[src/uart_pkg.sv]
`default_nettype none

package uart_pkg;

  // serial timing, one fixed rate
  localparam int clks_per_bit = 16;
  localparam int half_bit = clks_per_bit / 2;

  // start, 8 data, odd parity, stop
  localparam int frame_bits = 11;

  // bit periods a read waits for the reply start bit
  localparam int reply_timeout_bits = 40;

  localparam bit parity_check = 1'b1;

  // command layout
  localparam int cmd_rw_bit = 15;

  typedef logic [7:0] byte_t;
  typedef logic [15:0] cmd_t;
  typedef logic [3:0] bit_cnt_t;
  typedef logic [$clog2(clks_per_bit)-1:0] baud_cnt_t;
  typedef logic [$clog2(reply_timeout_bits + 1)-1:0] timeout_cnt_t;

  typedef struct packed {
    byte_t data;
    logic  parity_err;
    logic  timeout;
  } read_result_t;

  typedef struct packed {
    byte_t data;
    logic  parity_err;
  } rx_frame_t;

  typedef enum logic [2:0] {
    idle,
    send_hi,
    send_lo,
    wait_reply,
    deliver
  } ctrl_state_t;

endpackage

`default_nettype wire

[src/uart_tx.sv]
`timescale 1ns/1ps
`default_nettype none

module uart_tx (
  input  wire logic            clk,
  input  wire logic            rst_n,
  input  wire logic            tx_start,
  input  wire uart_pkg::byte_t tx_byte,
  output logic                 tx_busy,
  output logic                 tx
);

  logic [uart_pkg::frame_bits-1:0] shift_q;
  uart_pkg::baud_cnt_t baud_cnt;
  uart_pkg::bit_cnt_t bit_cnt;
  logic bit_end;
  logic last_bit;

  assign bit_end = (baud_cnt == uart_pkg::baud_cnt_t'(uart_pkg::clks_per_bit - 1));
  assign last_bit = (bit_cnt == uart_pkg::bit_cnt_t'(uart_pkg::frame_bits - 1));

  // line is the low end of the shift register
  assign tx = shift_q[0];

  always_ff @(posedge clk or negedge rst_n) begin
    if (!rst_n) begin
      shift_q <= '1;
      tx_busy <= 1'b0;
      baud_cnt <= '0;
      bit_cnt <= '0;
    end else if (tx_start) begin
      // stop, odd parity, data lsb first, start
      shift_q <= {1'b1, ~^tx_byte, tx_byte, 1'b0};
      tx_busy <= 1'b1;
      baud_cnt <= '0;
      bit_cnt <= '0;
    end else if (tx_busy) begin
      if (bit_end) begin
        baud_cnt <= '0;
        shift_q <= {1'b1, shift_q[uart_pkg::frame_bits-1:1]};
        if (last_bit) begin
          tx_busy <= 1'b0;
        end else begin
          bit_cnt <= bit_cnt + 1'b1;
        end
      end else begin
        baud_cnt <= baud_cnt + 1'b1;
      end
    end
  end

endmodule

`default_nettype wire

[src/uart_rx.sv]
`timescale 1ns/1ps
`default_nettype none

module uart_rx (
  input  wire logic                clk,
  input  wire logic                rst_n,
  input  wire logic                rx,
  output logic                     rx_active,
  output logic                     rx_valid,
  output uart_pkg::rx_frame_t      rx_frame
);

  localparam uart_pkg::bit_cnt_t parity_idx = uart_pkg::bit_cnt_t'(9);
  localparam uart_pkg::bit_cnt_t stop_idx = uart_pkg::bit_cnt_t'(uart_pkg::frame_bits - 1);

  logic rx_s1;
  logic rx_s2;
  logic rx_prev;
  logic fall;
  logic mid_bit;
  logic bit_end;
  logic parity_bad;
  uart_pkg::baud_cnt_t baud_cnt;
  uart_pkg::bit_cnt_t bit_cnt;
  uart_pkg::byte_t data_q;
  logic parity_q;

  assign fall = rx_prev && !rx_s2;
  assign mid_bit = (baud_cnt == uart_pkg::baud_cnt_t'(uart_pkg::half_bit - 1));
  assign bit_end = (baud_cnt == uart_pkg::baud_cnt_t'(uart_pkg::clks_per_bit - 1));
  assign parity_bad = uart_pkg::parity_check && (parity_q != ~^data_q);

  // two-flop synchronizer plus edge history, line idles high
  always_ff @(posedge clk or negedge rst_n) begin
    if (!rst_n) begin
      rx_s1 <= 1'b1;
      rx_s2 <= 1'b1;
      rx_prev <= 1'b1;
    end else begin
      rx_s1 <= rx;
      rx_s2 <= rx_s1;
      rx_prev <= rx_s2;
    end
  end

  always_ff @(posedge clk or negedge rst_n) begin
    if (!rst_n) begin
      rx_active <= 1'b0;
      rx_valid <= 1'b0;
      baud_cnt <= '0;
      bit_cnt <= '0;
    end else begin
      rx_valid <= 1'b0;
      if (!rx_active) begin
        if (fall) begin
          rx_active <= 1'b1;
          baud_cnt <= '0;
          bit_cnt <= '0;
        end
      end else begin
        if (bit_end) begin
          baud_cnt <= '0;
        end else begin
          baud_cnt <= baud_cnt + 1'b1;
        end
        if (mid_bit) begin
          bit_cnt <= bit_cnt + 1'b1;
          // glitch, start bit gone by mid-period
          if (bit_cnt == '0 && rx_s2) begin
            rx_active <= 1'b0;
          end
          if (bit_cnt == stop_idx) begin
            rx_active <= 1'b0;
            rx_valid <= 1'b1;
          end
        end
      end
    end
  end

  always_ff @(posedge clk) begin
    if (rx_active && mid_bit) begin
      if (bit_cnt != '0 && bit_cnt < parity_idx) begin
        data_q <= {rx_s2, data_q[7:1]};
      end
      if (bit_cnt == parity_idx) begin
        parity_q <= rx_s2;
      end
      if (bit_cnt == stop_idx) begin
        rx_frame.data <= data_q;
        // a low stop bit counts as a framing fault
        rx_frame.parity_err <= parity_bad || !rx_s2;
      end
    end
  end

endmodule

`default_nettype wire

[src/uart_cmd_ctrl.sv]
`timescale 1ns/1ps
`default_nettype none

module uart_cmd_ctrl (
  input  wire logic                 clk,
  input  wire logic                 rst_n,
  input  wire uart_pkg::cmd_t       cmd_in,
  input  wire logic                 cmd_vld,
  output logic                      cmd_rdy,
  output logic                      tx_start,
  output uart_pkg::byte_t           tx_byte,
  input  wire logic                 tx_busy,
  input  wire logic                 rx_active,
  input  wire logic                 rx_valid,
  input  wire uart_pkg::rx_frame_t  rx_frame,
  output logic                      read_rdy,
  output uart_pkg::read_result_t    read_data
);

  uart_pkg::ctrl_state_t state;
  uart_pkg::baud_cnt_t tmo_baud;
  uart_pkg::timeout_cnt_t tmo_bits;
  uart_pkg::byte_t lo_q;
  logic write_q;
  logic accept;
  logic frame_done;
  logic tmo_tick;
  logic tmo_expired;

  // result cycle doubles as the next accept slot
  assign cmd_rdy = (state == uart_pkg::idle) || (state == uart_pkg::deliver);
  assign accept = cmd_vld && cmd_rdy;
  assign read_rdy = (state == uart_pkg::deliver);

  // start pulse still in flight means busy has not risen yet
  assign frame_done = !tx_start && !tx_busy;

  assign tmo_tick = (tmo_baud == uart_pkg::baud_cnt_t'(uart_pkg::clks_per_bit - 1));
  assign tmo_expired = (tmo_bits == uart_pkg::timeout_cnt_t'(uart_pkg::reply_timeout_bits));

  always_ff @(posedge clk or negedge rst_n) begin
    if (!rst_n) begin
      state <= uart_pkg::idle;
      tx_start <= 1'b0;
    end else begin
      tx_start <= 1'b0;
      case (state)
        uart_pkg::idle, uart_pkg::deliver: begin
          if (accept) begin
            state <= uart_pkg::send_hi;
            tx_start <= 1'b1;
          end else begin
            state <= uart_pkg::idle;
          end
        end
        uart_pkg::send_hi: begin
          if (frame_done) begin
            if (write_q) begin
              state <= uart_pkg::send_lo;
              tx_start <= 1'b1;
            end else begin
              state <= uart_pkg::wait_reply;
            end
          end
        end
        uart_pkg::send_lo: begin
          if (frame_done) begin
            state <= uart_pkg::idle;
          end
        end
        uart_pkg::wait_reply: begin
          if (rx_valid || tmo_expired) begin
            state <= uart_pkg::deliver;
          end
        end
        default: state <= uart_pkg::idle;
      endcase
    end
  end

  // bit periods since the request frame ended, paused during a reply
  always_ff @(posedge clk or negedge rst_n) begin
    if (!rst_n) begin
      tmo_baud <= '0;
      tmo_bits <= '0;
    end else if (state != uart_pkg::wait_reply) begin
      tmo_baud <= '0;
      tmo_bits <= '0;
    end else if (!rx_active && !tmo_expired) begin
      if (tmo_tick) begin
        tmo_baud <= '0;
        tmo_bits <= tmo_bits + 1'b1;
      end else begin
        tmo_baud <= tmo_baud + 1'b1;
      end
    end
  end

  always_ff @(posedge clk) begin
    if (accept) begin
      write_q <= cmd_in[uart_pkg::cmd_rw_bit];
      lo_q <= cmd_in[7:0];
      tx_byte <= cmd_in[15:8];
    end else if (state == uart_pkg::send_hi && frame_done && write_q) begin
      tx_byte <= lo_q;
    end

    // replies outside wait_reply are dropped here
    if (state == uart_pkg::wait_reply) begin
      if (rx_valid) begin
        read_data.data <= rx_frame.data;
        read_data.parity_err <= rx_frame.parity_err;
        read_data.timeout <= 1'b0;
      end else if (tmo_expired) begin
        read_data.data <= '0;
        read_data.parity_err <= 1'b0;
        read_data.timeout <= 1'b1;
      end
    end
  end

endmodule

`default_nettype wire

[src/uart_bridge.sv]
`timescale 1ns/1ps
`default_nettype none

module uart_bridge (
  input  wire logic                 clk,
  input  wire logic                 rst_n,
  input  wire uart_pkg::cmd_t       cmd_in,
  input  wire logic                 cmd_vld,
  output logic                      cmd_rdy,
  input  wire logic                 rx,
  output logic                      tx,
  output logic                      read_rdy,
  output uart_pkg::read_result_t    read_data
);

  logic tx_start;
  uart_pkg::byte_t tx_byte;
  logic tx_busy;
  logic rx_active;
  logic rx_valid;
  uart_pkg::rx_frame_t rx_frame;

  uart_cmd_ctrl u_ctrl (
    .clk       (clk),
    .rst_n     (rst_n),
    .cmd_in    (cmd_in),
    .cmd_vld   (cmd_vld),
    .cmd_rdy   (cmd_rdy),
    .tx_start  (tx_start),
    .tx_byte   (tx_byte),
    .tx_busy   (tx_busy),
    .rx_active (rx_active),
    .rx_valid  (rx_valid),
    .rx_frame  (rx_frame),
    .read_rdy  (read_rdy),
    .read_data (read_data)
  );

  uart_tx u_tx (
    .clk      (clk),
    .rst_n    (rst_n),
    .tx_start (tx_start),
    .tx_byte  (tx_byte),
    .tx_busy  (tx_busy),
    .tx       (tx)
  );

  uart_rx u_rx (
    .clk       (clk),
    .rst_n     (rst_n),
    .rx        (rx),
    .rx_active (rx_active),
    .rx_valid  (rx_valid),
    .rx_frame  (rx_frame)
  );

endmodule

`default_nettype wire

[config.mk]
export PLATFORM = sky130hd
export DESIGN_NAME = uart_bridge
export DESIGN_NICKNAME = d
export VERILOG_FILES = /design/src/uart_pkg.sv /design/src/uart_tx.sv /design/src/uart_rx.sv /design/src/uart_cmd_ctrl.sv /design/src/uart_bridge.sv
export SDC_FILE = /design/constraint.sdc
export NUM_CORES = 1
export LEC_CHECK = 0
export BUFFER_PORTS_ARGS = -buffer_cell sky130_fd_sc_hd__buf_2
export CORE_ASPECT_RATIO = 1.25
export CORE_MARGIN = 2
export CORE_UTILIZATION = 59
export CTS_BUF_LIST = sky130_fd_sc_hd__clkbuf_8 sky130_fd_sc_hd__clkbuf_16
export CTS_CLUSTER_DIAMETER = 100
export DETAILED_ROUTE_END_ITERATION = 10
export PLACE_DENSITY = 0.89
export SLEW_MARGIN = 20
export SYNTH_ARGS = -nofsm -noshare
export SYNTH_HDL_FRONTEND = slang
export SYNTH_SLANG_ARGS = --single-unit
export TNS_END_PERCENT = 1
[constraint.sdc]
create_clock -name clk -period 2.3 [get_ports clk]
set_clock_uncertainty 0.05 [all_clocks]
set_input_delay 0.115 -clock clk [delete_from_list [all_inputs] [get_ports clk]]
set_output_delay 0.115 -clock clk [all_outputs]
set_load 0.05 [all_outputs]
# After elaboration in Yosys (flattened, before gate mapping)
# Cells that the tools add are included.
# Widths: inputs -> output; s select.
op_classes:
  addsub: 6
  multipliers: 0
  div: 0
  order_cmp: 1
  n_eq_ne: 19
  n_shift: 0
  mux: 47
  n_bitwise: 0
  n_reduce_logical: 39
op_table:
  columns: ["operator", "n"]
  rows:
  - ["$mux 4", 15]
  - ["$mux 11", 3]
  - ["$eq 4x4->1 const B", 6]
  - ["$add 4x1->4 const B", 5]
  - ["$mux 10", 2]
  - ["$mux 6", 3]
  - ["$mux 1", 17]
  - ["$mux 8", 2]
  - ["$reduce_xnor 8->1", 2]
  - ["$reduce_and 2->1", 7]
  - ["$reduce_bool 2->1", 7]
  - ["$pmux 3 s4", 1]
  - ["$logic_and 1x1->1", 9]
  - ["$mux 3", 3]
  - ["$add 6x1->6 const B", 1]
  - ["$eq 3x2->1 const B", 2]
  - ["$eq 6x6->1 const B", 1]
  - ["$ne 2x1->1 const B", 3]
  - ["$reduce_and 3->1", 2]
  - ["$logic_not 1->1", 5]
  - ["$eq 4x3->1 const B", 1]
  - ["$logic_not 4->1", 1]
  - ["$lt 4x4->1 const B", 1]
  - ["$ne 2x2->1 const B", 2]
  - ["9 further kinds", 11]
totals:
  register_bits: 92
  latchBits: 0
  ram_bits: 0
  mem_bits_ro: 0
  output_inout_bits: 13
  n_memories: 0

# Depth between registers and ports, before layout
depth:
  depth_word: 6
  depth_mapped: 6

# Cells and area by module
# From an unflattened synthesis, not the netlist that was laid out.
hier_totals:
  cells_unflattened: 313
  area_unflattened_um2: 4091.4
modules_own_cells:
  columns: ["mod", "n_inst", "cells_each", "area_per_inst_um2"]
  rows:
  - ["uart_cmd_ctrl", 1, 131, 1799.2]
  - ["uart_rx", 1, 85, 1288.7]
  - ["uart_tx", 1, 97, 1003.5]

# Worst setup path after synthesis
# OpenSTA, ideal clock, no wires.
synth_path:
  path_type: "register to register"
  from: "register u_ctrl.state[1]"
  to: "register u_ctrl.tx_byte[0] (data pin)"
  setup_time_ns: 0.260
  arrival_time_ns: 1.926
  setup_slack_ns: 0.064
  path_stages_with_launch: 5
  synth_period_minus_slack_ns: 2.236
  cell_sequence: "dfrtp_1 -> nor2_1 -> and2_1 -> buf_4 -> mux2_2"
synth_via:
  elab_chain_len: 4
  word_cells_on_any_way: 5
synth_rtl:
  columns: ["element", "line_no", "rtl"]
  rows:
  - ["from (decl)", "uart_cmd_ctrl.sv:20", "uart_pkg::ctrl_state_t state;"]
  - ["from (signal assigned)", "uart_cmd_ctrl.sv:43", "state <= uart_pkg::idle;"]
  - ["from (signal assigned)", "uart_cmd_ctrl.sv:50", "state <= uart_pkg::send_hi;"]
  - ["from (signal assigned)", "uart_cmd_ctrl.sv:53", "state <= uart_pkg::idle;"]
  - ["$eq 3x3->1 or $logic_not 3->1 (tied branches)", "uart_cmd_ctrl.sv:31", "assign cmd_rdy = (state == uart_pkg::idle) || (state == uart_pkg::deliver);"]
  - ["$logic_or 1x1->1 (*)", "uart_cmd_ctrl.sv:31", null]
  - ["net cmd_rdy", "uart_bridge.sv:9", "output logic cmd_rdy,"]
  - ["$logic_and 1x1->1 (*)", "uart_cmd_ctrl.sv:32", "assign accept = cmd_vld && cmd_rdy;"]
  - ["net u_ctrl.accept", "uart_cmd_ctrl.sv:25", "logic accept;"]
  - ["$mux 8 (*)", "uart_cmd_ctrl.sv:100", "if (accept) begin"]
  - ["to (signal assigned)", "uart_cmd_ctrl.sv:103", "tx_byte <= cmd_in[15:8];"]
  - ["to (signal assigned)", "uart_cmd_ctrl.sv:105", "tx_byte <= lo_q;"]
  - ["to (decl)", "uart_cmd_ctrl.sv:11", "output uart_pkg::byte_t tx_byte,"]
# Mark *: on every way through the listed nets, which the timed path passes. The rest lies on a longest branch.
# A chain may end at the register's enable or synchronous reset.

# Worst setup path after layout
layout_path:
  from: "register u_ctrl.state[1]"
  to: "register u_ctrl.tx_byte[6] (data pin)"
layout_via:
  elab_chain_len: 4
  word_cells_on_any_way: 5
layout_rtl:
  columns: ["element", "line_no"]
  rows:
  - ["$eq 3x3->1 or $logic_not 3->1 (tied branches)", "uart_cmd_ctrl.sv:31"]
  - ["$logic_or 1x1->1 (*)", "uart_cmd_ctrl.sv:31"]
  - ["$logic_and 1x1->1 (*)", "uart_cmd_ctrl.sv:32"]
  - ["$mux 8 (*)", "uart_cmd_ctrl.sv:100"]
# Mark *: on every way between the ends. The rest lies on a longest branch, timed or not.

==> metrics.yaml <==
status: "complete, no violations"
clkPwrFrac: 0.238
yosys_warnings: 0
antenna_left: 0
vias_per_cell: 5.52
fin_nets: 392
yosys.area.top_type_share: 0.338
postCtsSetupRepairBufs: 0
clockRootBuffer: "clkbuf_8"
cp_max_fo: 13
tightest_slew_ns: 0.921
synth_nets: 339
clkLatencyLatePin_ns: 0.36
yosysTopAreaCell: "edfxtp_1"
synth_area_um2: 4000
die-area_um2: 7460
gr-total-overflow: 0
cts.clk_slew.worst_paths_ns: 0.10
crit_arrival_ns: 1.88
cp_data_required_time_ns: 2.35
initial_core_util: 0.610
p_int_mw: 3.06
wl_per_cell_um: 15.8
synthTopCellsByCount: "edfxtp_1 (45), dfrtp_1 (33), nand2_1 (28), nor2_1 (22), xnor2_1 (17)"
worstPathCellList: "nor2_1, and2_1, mux2_2"
maxSlewHeadroom: 0.386
cap_violations: 0
drt_iter0_markers: 149
final_layout_size_suffix_gt1_frac: 0.238
pwr-share-comb: 0.235
swShare: 0.316
register_area_um2: 2520
yosys-top-cells-area: "edfxtp_1 (34%), dfrtp_1 (21%), dfstp_2 (8.5%)"
ys.flop_type: "edfxtp_1"
fill_cells: 411
port_buffers: 32
worstSetupEndpointType: "register"
min_path_type: "in2reg"
ir_drop_mv: 0.508
fin_cells: 453
route.detailed.drc: 0
synth.distinct_cells: 49
seq_area_frac_synth: 0.629
core_um2: 6570
rows: 33
yosysMostFrequentCell: "edfxtp_1"
grt_antenna_before_repair: 0
cts_tree: "yes"
grt_pass1_wl_um: 11900
num_antenna_cells: 0
grt_max_degree: 43
first_global_vias: 2570
worstSetupPathType: "reg2reg"
hold_viol_final: 0
async_reset_ff_frac: 0.505
die_h_um: 96.1
yosys_register_bits: 91
slowest_stage: "and2_1"
area_delta_synth_final_pct: 14.4
startpoint_type: "register"
leakage_nw: 1.84
syn_area_per_cell_um2: 13.0
htreeDepth: 3
fin_crit_sh: 0.796
setup_viol: 0
dr_total_vias: 2501
synth_edf_count: 45
dp_cells: 426
dp_hpwl_um: 5060
rsz0062_at_grt: "no"
die_w_um: 77.7
slew_violations: 0
cellPowerDensity_nw_per_um2: 978
cts-buffers-inserted: 9
power.share.sequential: 0.527
cpPeakStageDelay_ns: 0.47
syn_inst: 308
multi_input_area_um2: 1400
timing.fmax_mhz: 546
fin_crit_ns: 1.83
cts_sinks: 91
cts_buffer_depth: 2
dr.pass1.iters: 4
gp_congestion: 0.825
boundaryPins: 33
grt_util_all_layers: 0.208
fin_setup_tns_ns: 0
p_switching_mw: 1.42
wirelength_um: 7150
-- cell usage in the layout (no fill, tap or decap), types with 3 or more instances in the layout --
master,netlist,final
inv_1,11,12
edfxtp_1,45,45
dlygate4sd3_1,0,11
ha_1,11,11
xnor2_1,17,17
a31o_2,3,3
buf_4,2,7
nor2_1,22,22
nor3_1,4,4
mux2i_1,16,16
dfrtp_1,33,33
buf_2,1,32
nand2_1,28,28
a21oi_1,12,12
dfstp_2,13,13
nand3b_1,3,3
nand4_1,4,4
xor2_1,6,6
mux2_2,8,8
and2_1,11,11
clkbuf_8,0,9
o21ai_0,16,16
-- per-stage QoR --
step	power, mW	instance area (µm²)	setup slack (ns)	hold slack (ns)	utilization
finish	4.48	4580	0.469	0.0156	0.698
global route	4.77	4580	0.321	0.0103	0.698
global placement	3.34	4280	0.524	0.172	0.652
detailed placement	3.43	4280	0.484	0.173	0.652
floorplan	3.13	4000	0.0643	-0.231	-
CTS	4.50	4580	0.477	0.00869	0.698
-- routing by layer --
| layer | share of wire | wire length [µm] | global-route usage | up-vias |
|---|---|---|---|---|
| li1 | - | - | - | 1192 |
| met3 | 0.030 | 217 | 0.0507 | 11 |
| met4 | 0.020 | 144 | 0.0685 | 0 |
| met5 | 0 | 0 | 0 | - |
| met2 | 0.56 | 4010 | 0.393 | 47 |
| met1 | 0.39 | 2770 | 0.229 | 1251 |
-- power groups by stage --
stage	logic [mW]	clock network (mW)	registers, mW
3_5_place_dp	1.04	0	2.39
2_1_floorplan	0.812	0	2.32
5_1_grt	1.20	1.15	2.42
4_1_cts	1.06	1.08	2.36
6_report	1.05	1.07	2.36
3_3_place_gp	0.976	0	2.36
-- flip-flops by register name (all words and copies together) (netlist names), 6 cells and up --
name and flops:
u_ctrl.tmo_bits 6, u_tx.shift_q 10, u_ctrl.read_data 10, u_rx.rx_frame 9, u_rx.data_q 8, u_ctrl.lo_q 8, u_ctrl.tx_byte 8
-- cells by family after synthesis --
group           Yosys count  synth area share
simple gates             93             0.121
flops                    91             0.629
compound gates           46            0.0750
xor+xnor                 24            0.0560
mux                      24            0.0625
buf+inv                  19            0.0219
fa+ha+maj                11            0.0344
-- critical path, delay by kind of cell, from the launching register on --
family | cells | cell delay, ns
DFF | 1 | 0.45
and+or+nand+nor | 2 | 0.66
muxes | 1 | 0.42
-- repair_timing --
action	in CTS	in global routing
endpoints found under the setup margin	0	0
gates resized for setup	0	0
endpoints found under the hold margin	43	0
hold buffers	11	0
-- final timing paths --
kind                            startpoint                 to  slack [ns]  depth (start not counted)
setup reg to reg           u_ctrl.state[1]  u_ctrl.tx_byte[6]        0.47                          3
hold / removal                  cmd_in[12]  u_ctrl.tx_byte[4]        0.02                          2
min in group asynchronous            rst_n   u_tx.baud_cnt[3]        0.38                          2
hold reg to reg                 u_rx.rx_s1         u_rx.rx_s2        0.31                          0
max in group asynchronous            rst_n    u_tx.shift_q[6]        1.10                          3
setup / recovery           u_ctrl.state[1]  u_ctrl.tx_byte[6]        0.47                          3
-- final cells by class --
type,count,share of cell area
Sequential cell,91,0.550
Multi-Input combinational cell,198,0.305
Tap cell,87,0.0238
Clock buffer,9,0.0270
Inverter,11,0.00901
Timing Repair Buffer,50,0.0705
Clock inverter,7,0.0150
Note: power is estimated with default switching activity, not from simulation.
